[src/source/exu_cfg_pkg.sv]
// ----------------------------------------------------------------------
// execute unit configuration
// data, register index and commit tag widths, writeback credit pool
// size and multiplier depth, with the vector types built on them
// ----------------------------------------------------------------------

package exu_cfg_pkg;

    localparam int unsigned XLEN        = 32;
    localparam int unsigned REG_ADDR_W  = 5;
    localparam int unsigned COMMIT_ID_W = 4;

    // credits granted by writeback at reset
    localparam int unsigned WB_CREDITS  = 4;
    localparam int unsigned CREDIT_W    = $clog2(WB_CREDITS + 1);

    // multiplier stages, issue to writeback
    localparam int unsigned MUL_LATENCY = 3;

    typedef logic [XLEN-1:0]        data_t;
    typedef logic [REG_ADDR_W-1:0]  reg_addr_t;
    typedef logic [COMMIT_ID_W-1:0] commit_id_t;
    typedef logic [CREDIT_W-1:0]    credit_cnt_t;

endpackage

[src/source/exu_op_pkg.sv]
// ----------------------------------------------------------------------
// execute unit operation types
// operation and unit codes plus the issue, micro-op and writeback
// records passed between dispatch, decode, execute and writeback
// ----------------------------------------------------------------------

package exu_op_pkg;

    import exu_cfg_pkg::*;

    typedef enum logic [4:0] {
        // alu
        OP_ADD, OP_SUB, OP_AND, OP_OR, OP_XOR,
        OP_SLL, OP_SRL, OP_SRA, OP_SLT, OP_SLTU,
        // multiplier
        OP_MUL, OP_MULH, OP_MULHSU, OP_MULHU,
        // branch unit
        OP_BEQ, OP_BNE, OP_BLT, OP_BGE, OP_BLTU, OP_BGEU,
        OP_JAL, OP_JALR
    } exu_op_e;

    typedef enum logic [1:0] {
        UNIT_ALU,
        UNIT_MUL,
        UNIT_BRU
    } exu_unit_e;

    // operation as offered by dispatch
    typedef struct packed {
        exu_op_e    op;
        data_t      op1;
        data_t      op2;
        data_t      imm;
        data_t      pc;
        reg_addr_t  rd;
        commit_id_t commit_id;
    } exu_issue_t;

    // decoded operation
    typedef struct packed {
        exu_unit_e  unit;
        exu_op_e    op;
        data_t      op1;
        data_t      op2;
        data_t      pc;
        data_t      imm;
        reg_addr_t  rd;
        commit_id_t commit_id;
        logic       writes_rd;
    } exu_uop_t;

    typedef struct packed {
        data_t      data;
        reg_addr_t  rd;
        commit_id_t commit_id;
    } exu_wb_t;

endpackage

[src/source/exu_decode.sv]
// ----------------------------------------------------------------------
// execute decode
// maps an issued operation onto its execution unit and works out
// whether it writes a destination register
// ----------------------------------------------------------------------

`timescale 1ns/100ps

module exu_decode
    import exu_cfg_pkg::*;
    import exu_op_pkg::*;
(
    input  exu_issue_t issue_i,
    output exu_uop_t   uop_o
);

    exu_unit_e unit;
    logic      link;

    always_comb begin
        case (issue_i.op)
            OP_MUL, OP_MULH, OP_MULHSU, OP_MULHU: begin
                unit = UNIT_MUL;
            end
            OP_BEQ, OP_BNE, OP_BLT, OP_BGE, OP_BLTU, OP_BGEU,
            OP_JAL, OP_JALR: begin
                unit = UNIT_BRU;
            end
            default: begin
                unit = UNIT_ALU;
            end
        endcase
    end

    // jumps write the link address, conditional branches write nothing
    assign link = (issue_i.op == OP_JAL) || (issue_i.op == OP_JALR);

    always_comb begin
        uop_o.unit      = unit;
        uop_o.op        = issue_i.op;
        uop_o.op1       = issue_i.op1;
        uop_o.op2       = issue_i.op2;
        uop_o.pc        = issue_i.pc;
        uop_o.imm       = issue_i.imm;
        uop_o.rd        = issue_i.rd;
        uop_o.commit_id = issue_i.commit_id;
        // x0 writes are dropped here so they never take a credit
        uop_o.writes_rd = ((unit != UNIT_BRU) || link)
                          && (issue_i.rd != reg_addr_t'(0));
    end

endmodule

[src/source/exu_execute.sv]
// ----------------------------------------------------------------------
// execute datapath
// one-cycle ALU with link path, pipelined multiplier, branch compare
// and target, and the issue stall for credits and writeback collisions
// ----------------------------------------------------------------------

`timescale 1ns/100ps

module exu_execute
    import exu_cfg_pkg::*;
    import exu_op_pkg::*;
(
    input  logic     clk,
    input  logic     rst_n_i,
    input  logic     issue_valid_i,
    input  exu_uop_t uop_i,
    input  logic     credit_ok_i,
    output logic     issue_stall_o,
    output logic     reserve_o,
    output logic     alu_valid_o,
    output exu_wb_t  alu_wb_o,
    output logic     mul_valid_o,
    output exu_wb_t  mul_wb_o,
    output logic     jump_valid_o,
    output data_t    jump_target_o
);

    typedef struct packed {
        logic                  wr;
        logic                  hi;
        reg_addr_t             rd;
        commit_id_t            commit_id;
        logic [2*XLEN-1:0]     prod;
    } mul_stage_t;

    logic                    accept;
    logic                    collision;
    data_t                   alu_res;
    logic                    taken;
    data_t                   jalr_sum;
    logic                    sign_a;
    logic                    sign_b;
    logic signed [XLEN:0]    mul_a;
    logic signed [XLEN:0]    mul_b;
    logic signed [2*XLEN+1:0] mul_full;
    logic                    alu_vld_q;
    exu_wb_t                 alu_wb_q;
    logic [MUL_LATENCY-1:0]  mul_vld_q;
    mul_stage_t              mul_q [MUL_LATENCY];

    // a multiply that is MUL_LATENCY-1 cycles old lands together with
    // any ALU or link result accepted now
    assign collision     = mul_vld_q[MUL_LATENCY-2] && (uop_i.unit != UNIT_MUL);
    assign issue_stall_o = issue_valid_i
                           && ((uop_i.writes_rd && !credit_ok_i) || collision);
    assign accept        = issue_valid_i && !issue_stall_o;
    assign reserve_o     = accept && uop_i.writes_rd;

    always_comb begin
        case (uop_i.op)
            OP_SUB:  alu_res = uop_i.op1 - uop_i.op2;
            OP_AND:  alu_res = uop_i.op1 & uop_i.op2;
            OP_OR:   alu_res = uop_i.op1 | uop_i.op2;
            OP_XOR:  alu_res = uop_i.op1 ^ uop_i.op2;
            OP_SLL:  alu_res = uop_i.op1 << uop_i.op2[4:0];
            OP_SRL:  alu_res = uop_i.op1 >> uop_i.op2[4:0];
            OP_SRA:  alu_res = data_t'($signed(uop_i.op1) >>> uop_i.op2[4:0]);
            OP_SLT:  alu_res = data_t'($signed(uop_i.op1) < $signed(uop_i.op2));
            OP_SLTU: alu_res = data_t'(uop_i.op1 < uop_i.op2);
            // add, and a don't-care for the other units
            default: alu_res = uop_i.op1 + uop_i.op2;
        endcase
    end

    always_comb begin
        case (uop_i.op)
            OP_BEQ:          taken = (uop_i.op1 == uop_i.op2);
            OP_BNE:          taken = (uop_i.op1 != uop_i.op2);
            OP_BLT:          taken = ($signed(uop_i.op1) < $signed(uop_i.op2));
            OP_BGE:          taken = ($signed(uop_i.op1) >= $signed(uop_i.op2));
            OP_BLTU:         taken = (uop_i.op1 < uop_i.op2);
            OP_BGEU:         taken = (uop_i.op1 >= uop_i.op2);
            OP_JAL, OP_JALR: taken = 1'b1;
            default:         taken = 1'b0;
        endcase
    end

    assign jalr_sum      = uop_i.op1 + uop_i.imm;
    assign jump_valid_o  = accept && (uop_i.unit == UNIT_BRU) && taken;
    assign jump_target_o = (uop_i.op == OP_JALR) ? {jalr_sum[XLEN-1:1], 1'b0}
                                                 : uop_i.pc + uop_i.imm;

    // alu and link results, one cycle
    always_ff @(posedge clk) begin
        if (!rst_n_i) begin
            alu_vld_q <= 1'b0;
        end else begin
            alu_vld_q <= reserve_o && (uop_i.unit != UNIT_MUL);
        end
    end

    always_ff @(posedge clk) begin
        alu_wb_q.data      <= (uop_i.unit == UNIT_BRU) ? uop_i.pc + data_t'(4) : alu_res;
        alu_wb_q.rd        <= uop_i.rd;
        alu_wb_q.commit_id <= uop_i.commit_id;
    end

    assign alu_valid_o = alu_vld_q;
    assign alu_wb_o    = alu_wb_q;

    // 33x33 signed product covers all four multiply flavours
    assign sign_a   = (uop_i.op == OP_MULH) || (uop_i.op == OP_MULHSU);
    assign sign_b   = (uop_i.op == OP_MULH);
    assign mul_a    = {sign_a & uop_i.op1[XLEN-1], uop_i.op1};
    assign mul_b    = {sign_b & uop_i.op2[XLEN-1], uop_i.op2};
    assign mul_full = mul_a * mul_b;

    always_ff @(posedge clk) begin
        if (!rst_n_i) begin
            mul_vld_q <= '0;
        end else begin
            mul_vld_q <= {mul_vld_q[MUL_LATENCY-2:0],
                          accept && (uop_i.unit == UNIT_MUL)};
        end
    end

    always_ff @(posedge clk) begin
        mul_q[0].wr        <= uop_i.writes_rd;
        mul_q[0].hi        <= (uop_i.op != OP_MUL);
        mul_q[0].rd        <= uop_i.rd;
        mul_q[0].commit_id <= uop_i.commit_id;
        mul_q[0].prod      <= mul_full[2*XLEN-1:0];
        for (int i = 1; i < MUL_LATENCY; i++) begin
            mul_q[i] <= mul_q[i-1];
        end
    end

    assign mul_valid_o        = mul_vld_q[MUL_LATENCY-1] && mul_q[MUL_LATENCY-1].wr;
    assign mul_wb_o.data      = mul_q[MUL_LATENCY-1].hi ? mul_q[MUL_LATENCY-1].prod[2*XLEN-1:XLEN]
                                                        : mul_q[MUL_LATENCY-1].prod[XLEN-1:0];
    assign mul_wb_o.rd        = mul_q[MUL_LATENCY-1].rd;
    assign mul_wb_o.commit_id = mul_q[MUL_LATENCY-1].commit_id;

endmodule

[src/source/exu_result.sv]
// ----------------------------------------------------------------------
// execute result stage
// writeback credit counter, single-port writeback merge and the
// registered jump request toward fetch
// ----------------------------------------------------------------------

`timescale 1ns/100ps

module exu_result
    import exu_cfg_pkg::*;
    import exu_op_pkg::*;
(
    input  logic    clk,
    input  logic    rst_n_i,
    input  logic    reserve_i,
    input  logic    credit_return_i,
    input  logic    alu_valid_i,
    input  exu_wb_t alu_wb_i,
    input  logic    mul_valid_i,
    input  exu_wb_t mul_wb_i,
    input  logic    jump_valid_i,
    input  data_t   jump_target_i,
    output logic    credit_ok_o,
    output logic    wb_valid_o,
    output exu_wb_t wb_o,
    output logic    jump_flag_o,
    output data_t   jump_addr_o
);

    credit_cnt_t credit_q;
    logic        jump_flag_q;
    data_t       jump_addr_q;

    // reserve and return in the same cycle leave the count alone
    always_ff @(posedge clk) begin
        if (!rst_n_i) begin
            credit_q <= credit_cnt_t'(WB_CREDITS);
        end else if (reserve_i && !credit_return_i) begin
            credit_q <= credit_q - credit_cnt_t'(1);
        end else if (credit_return_i && !reserve_i) begin
            credit_q <= credit_q + credit_cnt_t'(1);
        end
    end

    assign credit_ok_o = (credit_q != credit_cnt_t'(0));

    // execute never lets both sources fire together
    assign wb_valid_o = alu_valid_i || mul_valid_i;
    assign wb_o       = mul_valid_i ? mul_wb_i : alu_wb_i;

    always_ff @(posedge clk) begin
        if (!rst_n_i) begin
            jump_flag_q <= 1'b0;
        end else begin
            jump_flag_q <= jump_valid_i;
        end
    end

    always_ff @(posedge clk) begin
        if (jump_valid_i) begin
            jump_addr_q <= jump_target_i;
        end
    end

    assign jump_flag_o = jump_flag_q;
    assign jump_addr_o = jump_addr_q;

endmodule

[src/source/exu_core.sv]
// ----------------------------------------------------------------------
// integer execute unit, single issue
// decode, ALU/multiplier/branch execution and a credit-controlled
// writeback port tagged with rd and commit id
// ----------------------------------------------------------------------

`timescale 1ns/100ps

module exu_core
    import exu_cfg_pkg::*;
    import exu_op_pkg::*;
(
    input  logic       clk,
    input  logic       rst_n_i,
    input  logic       issue_valid_i,
    input  exu_issue_t issue_i,
    output logic       issue_stall_o,
    input  logic       credit_return_i,
    output logic       wb_valid_o,
    output exu_wb_t    wb_o,
    output logic       jump_flag_o,
    output data_t      jump_addr_o
);

    exu_uop_t uop;
    logic     credit_ok;
    logic     reserve;
    logic     alu_valid;
    exu_wb_t  alu_wb;
    logic     mul_valid;
    exu_wb_t  mul_wb;
    logic     jump_valid;
    data_t    jump_target;

    exu_decode i_decode (
        .issue_i (issue_i),
        .uop_o   (uop)
    );

    exu_execute i_execute (
        .clk           (clk),
        .rst_n_i       (rst_n_i),
        .issue_valid_i (issue_valid_i),
        .uop_i         (uop),
        .credit_ok_i   (credit_ok),
        .issue_stall_o (issue_stall_o),
        .reserve_o     (reserve),
        .alu_valid_o   (alu_valid),
        .alu_wb_o      (alu_wb),
        .mul_valid_o   (mul_valid),
        .mul_wb_o      (mul_wb),
        .jump_valid_o  (jump_valid),
        .jump_target_o (jump_target)
    );

    exu_result i_result (
        .clk             (clk),
        .rst_n_i         (rst_n_i),
        .reserve_i       (reserve),
        .credit_return_i (credit_return_i),
        .alu_valid_i     (alu_valid),
        .alu_wb_i        (alu_wb),
        .mul_valid_i     (mul_valid),
        .mul_wb_i        (mul_wb),
        .jump_valid_i    (jump_valid),
        .jump_target_i   (jump_target),
        .credit_ok_o     (credit_ok),
        .wb_valid_o      (wb_valid_o),
        .wb_o            (wb_o),
        .jump_flag_o     (jump_flag_o),
        .jump_addr_o     (jump_addr_o)
    );

endmodule

[config.mk]
export PLATFORM = sky130hd
export DESIGN_NAME = exu_core
export DESIGN_NICKNAME = d
export VERILOG_FILES = /design/src/source/exu_cfg_pkg.sv /design/src/source/exu_op_pkg.sv /design/src/source/exu_decode.sv /design/src/source/exu_execute.sv /design/src/source/exu_result.sv /design/src/source/exu_core.sv
export SDC_FILE = /design/constraint.sdc
export NUM_CORES = 2
export LEC_CHECK = 0
export BUFFER_PORTS_ARGS = -buffer_cell sky130_fd_sc_hd__buf_2
export CAP_MARGIN = 25
export CORE_ASPECT_RATIO = 0.9
export CORE_MARGIN = 3
export CORE_UTILIZATION = 34
export DETAILED_ROUTE_END_ITERATION = 12
export GPL_TIMING_DRIVEN = 1
export MAX_ROUTING_LAYER = met4
export SETUP_SLACK_MARGIN = 0.15
export SLEW_MARGIN = 10
export SYNTH_ARGS = -nofsm -noshare
export SYNTH_HDL_FRONTEND = slang
export SYNTH_SLANG_ARGS = --single-unit
[constraint.sdc]
create_clock -name clk -period 10.65 [get_ports clk]
set_clock_uncertainty 0.1 [all_clocks]
set_input_delay 2.6625 -clock clk [delete_from_list [all_inputs] [get_ports clk]]
set_output_delay 2.6625 -clock clk [all_outputs]
set_load 0.03 [all_outputs]
After elaboration in Yosys (flattened, before gate mapping)

Memories as Yosys holds them, arrays and structs flattened.
Index checks and enable logic that the tools add are counted.

Register bits after elaboration: 81
Bits in latches: 0
Bits in writable memories: 225
Memory bits (read-only): 64
Bits of input ports: 146
Output and inout port bits: 76
Memories: 2

Memory list:

| name             | depth | width | read ports | clocked after Yosys merged registers in | wr ports | line              | text |
|---|---|---|---|---|---|---|---|
| i_execute.mul_q  | 3     | 75    | 3          | 0                                       | 3        | exu_execute.sv:49 | `mul_stage_t mul_q [MUL_LATENCY];` |
| (name not given) | 32    | 2     | 1          | 0                                       | 0        | exu_decode.sv:21  | `case (issue_i.op)` |

Add/sub/neg operators: 7
Multipliers: 1
Divide/modulo/power cells: 0
Order comparisons: 4
Eq/ne operators: 26
Shift operators: 3
Muxes and demuxes: 8
Bitwise logic cells: 5
Reductions and logical operators: 26

Operator list:

| kind                  | number |
|---|---|
| $pmux 32 s9           | 1 |
| $add 32x32->32        | 3 |
| $mux 32               | 3 |
| $ge 32x32->1          | 2 |
| $lt 32x32->1          | 2 |
| $mul 33x33->64        | 1 |
| $mux 41               | 1 |
| $add 32x3->32 const B | 1 |
| $and 32x32->32        | 1 |
| $eq 32x32->1          | 1 |
| $ne 32x32->1          | 1 |
| $or 32x32->32         | 1 |
| $shl 32x5->32         | 1 |
| $shr 32x5->32         | 1 |
| $sshr 32x5->32        | 1 |
| $sub 32x32->32        | 1 |
| $xor 32x32->32        | 1 |
| $eq 5x4->1 const B    | 6 |
| $eq 5x5->1 const B    | 6 |
| $eq 5x3->1 const B    | 4 |
| $logic_and 1x1->1     | 13 |
| $eq 5x2->1 const B    | 2 |
| $pmux 1 s7            | 1 |
| $mux 3                | 2 |
| other kinds (15)      | 23 |

Longest topological paths before layout

Word-level depth: 14
Mapped depth: 35

Cells and area by module

From an unflattened synthesis, not the netlist that was laid out.

Cell total of the unflattened synthesis: 6,623
Area, all modules: 58,663.8 um^2

Modules (own cells, without submodules):

| module      | times used | cells an instance | area each (um^2) | seq. area each (um^2) |
|---|---|---|---|---|
| exu_execute | 1          | 6,374             | 55,667.1         | 5,225.0 |
| exu_result  | 1          | 96                | 1,851.8          | 1,041.0 |
| exu_decode  | 1          | 153               | 1,144.8          | 0.0 |

Worst setup path after synthesis

No wires, ideal clock.

Path kind: input port to flip-flop
From: input issue_i[137] (netlist name)
To: memory i_execute.mul_q[0][58] (netlist name)
Setup time: 0.120 ns
Data arrival time: 11.228 ns
Setup slack: -0.798 ns
Cell stages on the path: 32
Path buffers: 4
Cells stage by stage: clkbuf_1 buf_1 nor2_1 a21oi_1 nor3_1 clkbuf_1 nand2_1 inv_1 fa_1 inv_1 fa_1 inv_1 fa_1 inv_1 fa_1 inv_1 fa_1 fa_1 fa_1 inv_1 fa_1 inv_1 ha_1 clkbuf_1 o21ai_0 a21oi_1 nand4_1 o221ai_1 o221ai_1 nor2_1 a31oi_1 xnor2_1

RTL lines:

| what               | line              | text |
|---|---|---|
| start: declaration | exu_core.sv:16    | `input exu_issue_t issue_i,` |
| end: declaration   | exu_execute.sv:49 |  |

==> impl_metrics.json <==
{
  "dp_hpwl_um": 192300,
  "synth_edf_count": 32,
  "crit_required_ns": 11.08,
  "drc_errors": 0,
  "grt-ovfl-total": 0,
  "slowest_stage": "buf_2",
  "max_freq_ghz": 0.09918,
  "dr.pass1.iters": 8,
  "slew_viol_final": 0,
  "ys_seq_elements": 297,
  "cp.arrival_ns": 10.51,
  "die_height_um": 394.1,
  "first_global_vias": 49520,
  "utilization_pct": 39.01,
  "syn_nets": 8149,
  "htreeDepth": 2,
  "core.rowCount": 141,
  "whs_path_depth": 0,
  "path_common_cell": "fa_1",
  "finalSetupViolations": 0,
  "final_nets": 8486,
  "post-route-period-util_pct": 94.67,
  "buffer_ports.inserted": 221,
  "post-cts-setup-buffers": 0,
  "critPathMaxStageDelay_ns": 0.63,
  "reg2regPathDepth": 10,
  "maxCapViolCount": 0,
  "antenna_found_initial": 16,
  "rr_endpoint": "i_result.credit_q[2]$_SDFFE_PN1P_",
  "rsz0062_at_grt": "no",
  "path_class": "input pin to flop",
  "tritoncts": "done",
  "clk_path_buf_depth": 3,
  "core_sq_mm": 0.1653,
  "synthFlopType": "dfxtp_1",
  "nFillCells": 16730,
  "ys_warn_count": 0,
  "clk_pin_slew_ns": 0.06,
  "hold_path_end": "i_execute.mul_q[0][92]$_DFF_P_",
  "worst_pin_slew_ns": 1.109,
  "drive_gt1_share_pct": 12.60,
  "grt_max_degree": 50,
  "synth_top_area_share_pct": 39.75,
  "placed_cell_area_sq_mm": 0.06321,
  "status": "finished clean",
  "chipWidth_um": 437.3,
  "r2r_slack_ns": 8.36,
  "wl_per_cell_um": 24.91,
  "synth_cell_types": 95,
  "die_area_sq_mm": 0.1723,
  "ioPinCount": 222,
  "crit_path_max_fanout": 14,
  "slew_headroom_pct": 25.36,
  "initial_core_util_pct": 34.43,
  "clkLatencyLatePin_ns": 0.61,
  "syn_area_sq_mm": 0.05691,
  "crit_path_start_kind": "input pin",
  "postSynthAreaPerCell_sq_um": 8.757,
  "syn_inst": 6499,
  "fin_area_sq_mm": 0.06449,
  "antenna_left": 0,
  "hp-class": "flop to flop",
  "grt_usage_pct": 27.17,
  "drt_iter0_markers": 4427,
  "ys_top_cells_by_area": "fa_1 (40%), dfxtp_1 (9.3%), inv_1 (8.4%)",
  "synth.largest_area_cell": "fa_1",
  "postSynth.asyncResetShare_pct": 0,
  "post-route-min-period_ns": 10.08,
  "grt_pass1_wl_um": 337400,
  "area_growth_pct": 13.31,
  "r2r_start": "i_result.credit_q[0]$_SDFFE_PN0P_",
  "finalHoldViolations": 0,
  "wirelength_um": 226400,
  "cts_root_buffer": "clkbuf_16",
  "via_per_inst": 5.288,
  "min_from": "i_execute.mul_q[0][17]$_DFF_P_",
  "vias": 48080,
  "clock-sinks": 297,
  "gp_congestion": 1.027,
  "yosysSeqAreaShare_pct": 11.01,
  "end_kind": "flop",
  "cts_made_buffers": 36
}
==> metrics by stage <==
stage | setup WS [ns] | setup TNS (ns) | hold slack, ns | std cells
after CTS | 0.4908 | 0 | 0.2266 | 9080
after global routing | 0.1699 | 0 | 0.2278 | 9090
after global placement | -0.1030 | -0.5728 | 0.2100 | 9014
after floorplan | 0.1531 | 0 | 0.2096 | 6499
after detailed placement | -0.08488 | -0.4447 | 0.2121 | 9014
final | 0.5673 | 0 | 0.2260 | 9091
==> cell usage after synthesis, types with 21 or more instances <==
| cell | number |
|---|---|
| nand2b_1 | 35 |
| a221oi_1 | 26 |
| a211oi_1 | 29 |
| mux4_2 | 61 |
| o21a_1 | 28 |
| nand3_1 | 69 |
| nand4_1 | 24 |
| edfxtp_1 | 32 |
| mux2i_1 | 66 |
| inv_1 | 1279 |
| a21oi_1 | 246 |
| fa_1 | 1130 |
| ha_1 | 374 |
| xnor2_1 | 117 |
| buf_2 | 21 |
| a31oi_1 | 25 |
| clkbuf_1 | 258 |
| a21o_1 | 54 |
| o211ai_1 | 32 |
| buf_1 | 68 |
| nand2_1 | 891 |
| o21ai_1 | 34 |
| o31ai_1 | 22 |
| o21bai_1 | 25 |
| xor2_1 | 54 |
| o21ai_0 | 183 |
| nor3_1 | 63 |
| nor2_1 | 636 |
| and3_1 | 34 |
| dfxtp_1 | 265 |
==> layout make-up <==
cell class	count	area, sq um	share of cell area, %
Tap cell	2216	2773	4.299
Multi-Input combinational cell	4549	44440	68.91
Inverter	1296	4865	7.544
Antenna cell	11	27.53	0.04268
Clock inverter	20	241.5	0.3745
Timing Repair Buffer	656	4877	7.563
Sequential cell	297	6267	9.718
Clock buffer	46	999.7	1.550
==> timing repair <==
item                                    CTS  global route
resized for setup                         0             1
hold buffers                              0             0
endpoints found under the setup margin    0            11
==> cells in the final DEF, fill, tap and decap left out, types with 26 or more instances in the layout <==
cell / n
clkbuf_16: 37
o211ai_1: 32
nand3_1: 68
buf_2: 219
edfxtp_1: 32
nand2b_1: 35
xor2_1: 54
a211oi_1: 29
buf_12: 40
ha_1: 374
o21a_1: 28
nand2_1: 890
a21o_1: 54
o21ai_1: 35
inv_1: 1277
a21oi_1: 245
fa_1: 1127
mux2i_1: 66
xnor2_1: 117
nor3_1: 62
dfxtp_1: 264
and3_1: 34
nor2_1: 634
o21ai_0: 182
mux4_2: 61
a221oi_1: 26
buf_4: 397
==> cell families after synthesis <==
kind of cell / after synthesis / share of synthesized area (%)
compound gates: 849 / 9.541
flops: 297 / 11.01
mux: 146 / 3.951
xor+xnor: 171 / 2.632
buf+inv: 1653 / 11.05
simple gates: 1879 / 13.84
fa+ha+maj: 1504 / 47.97
==> critical path: cells and delay by family <==
family / cells / cell delay, ns
adders and majority gates: 10 / 4.64
buffers and inverters: 7 / 1.44
AOI/OAI and AO/OA: 6 / 1.25
and+or+nand+nor: 2 / 0.37
xor gates and xnor gates: 1 / 0.13
==> layer usage <==
layer	up-vias	routed length, um	track usage [%]
met4	0	10430	10.52
met3	391	25060	7.642
met5	-	0	-
met2	2409	97590	39.42
met1	24420	93350	35.87
li1	20850	-	-
==> how the worst max path moves through the flow <==
stage | from | to | slack, ns | cells after the start
2_1_floorplan | issue_i[76] | i_execute.mul_q[0][58]$_DFF_P_ | 0.15 | 31
3_3_place_gp | issue_i[138] | i_execute.mul_q[0][61]$_DFF_P_ | -0.10 | 31
3_5_place_dp | issue_i[138] | i_execute.mul_q[0][63]$_DFF_P_ | -0.08 | 32
4_1_cts | issue_i[138] | i_execute.mul_q[0][63]$_DFF_P_ | 0.49 | 32
5_1_grt | issue_i[138] | i_execute.mul_q[0][62]$_DFF_P_ | 0.17 | 29
6_report | issue_i[122] | i_execute.mul_q[0][58]$_DFF_P_ | 0.57 | 26
==> registers in the layout (all words and copies together), names as in the netlist <==
signal and flops:
i_execute.mul_q 218, i_execute.alu_wb_o 39, i_result.jump_addr_o 32, i_execute.mul_vld_q 3, i_result.credit_q 3, i_execute.alu_valid_o 1
i_result.jump_flag_o 1
Power is not shown: default switching activity piles up to over one toggle a cycle in this logic, so the estimate is an artifact.
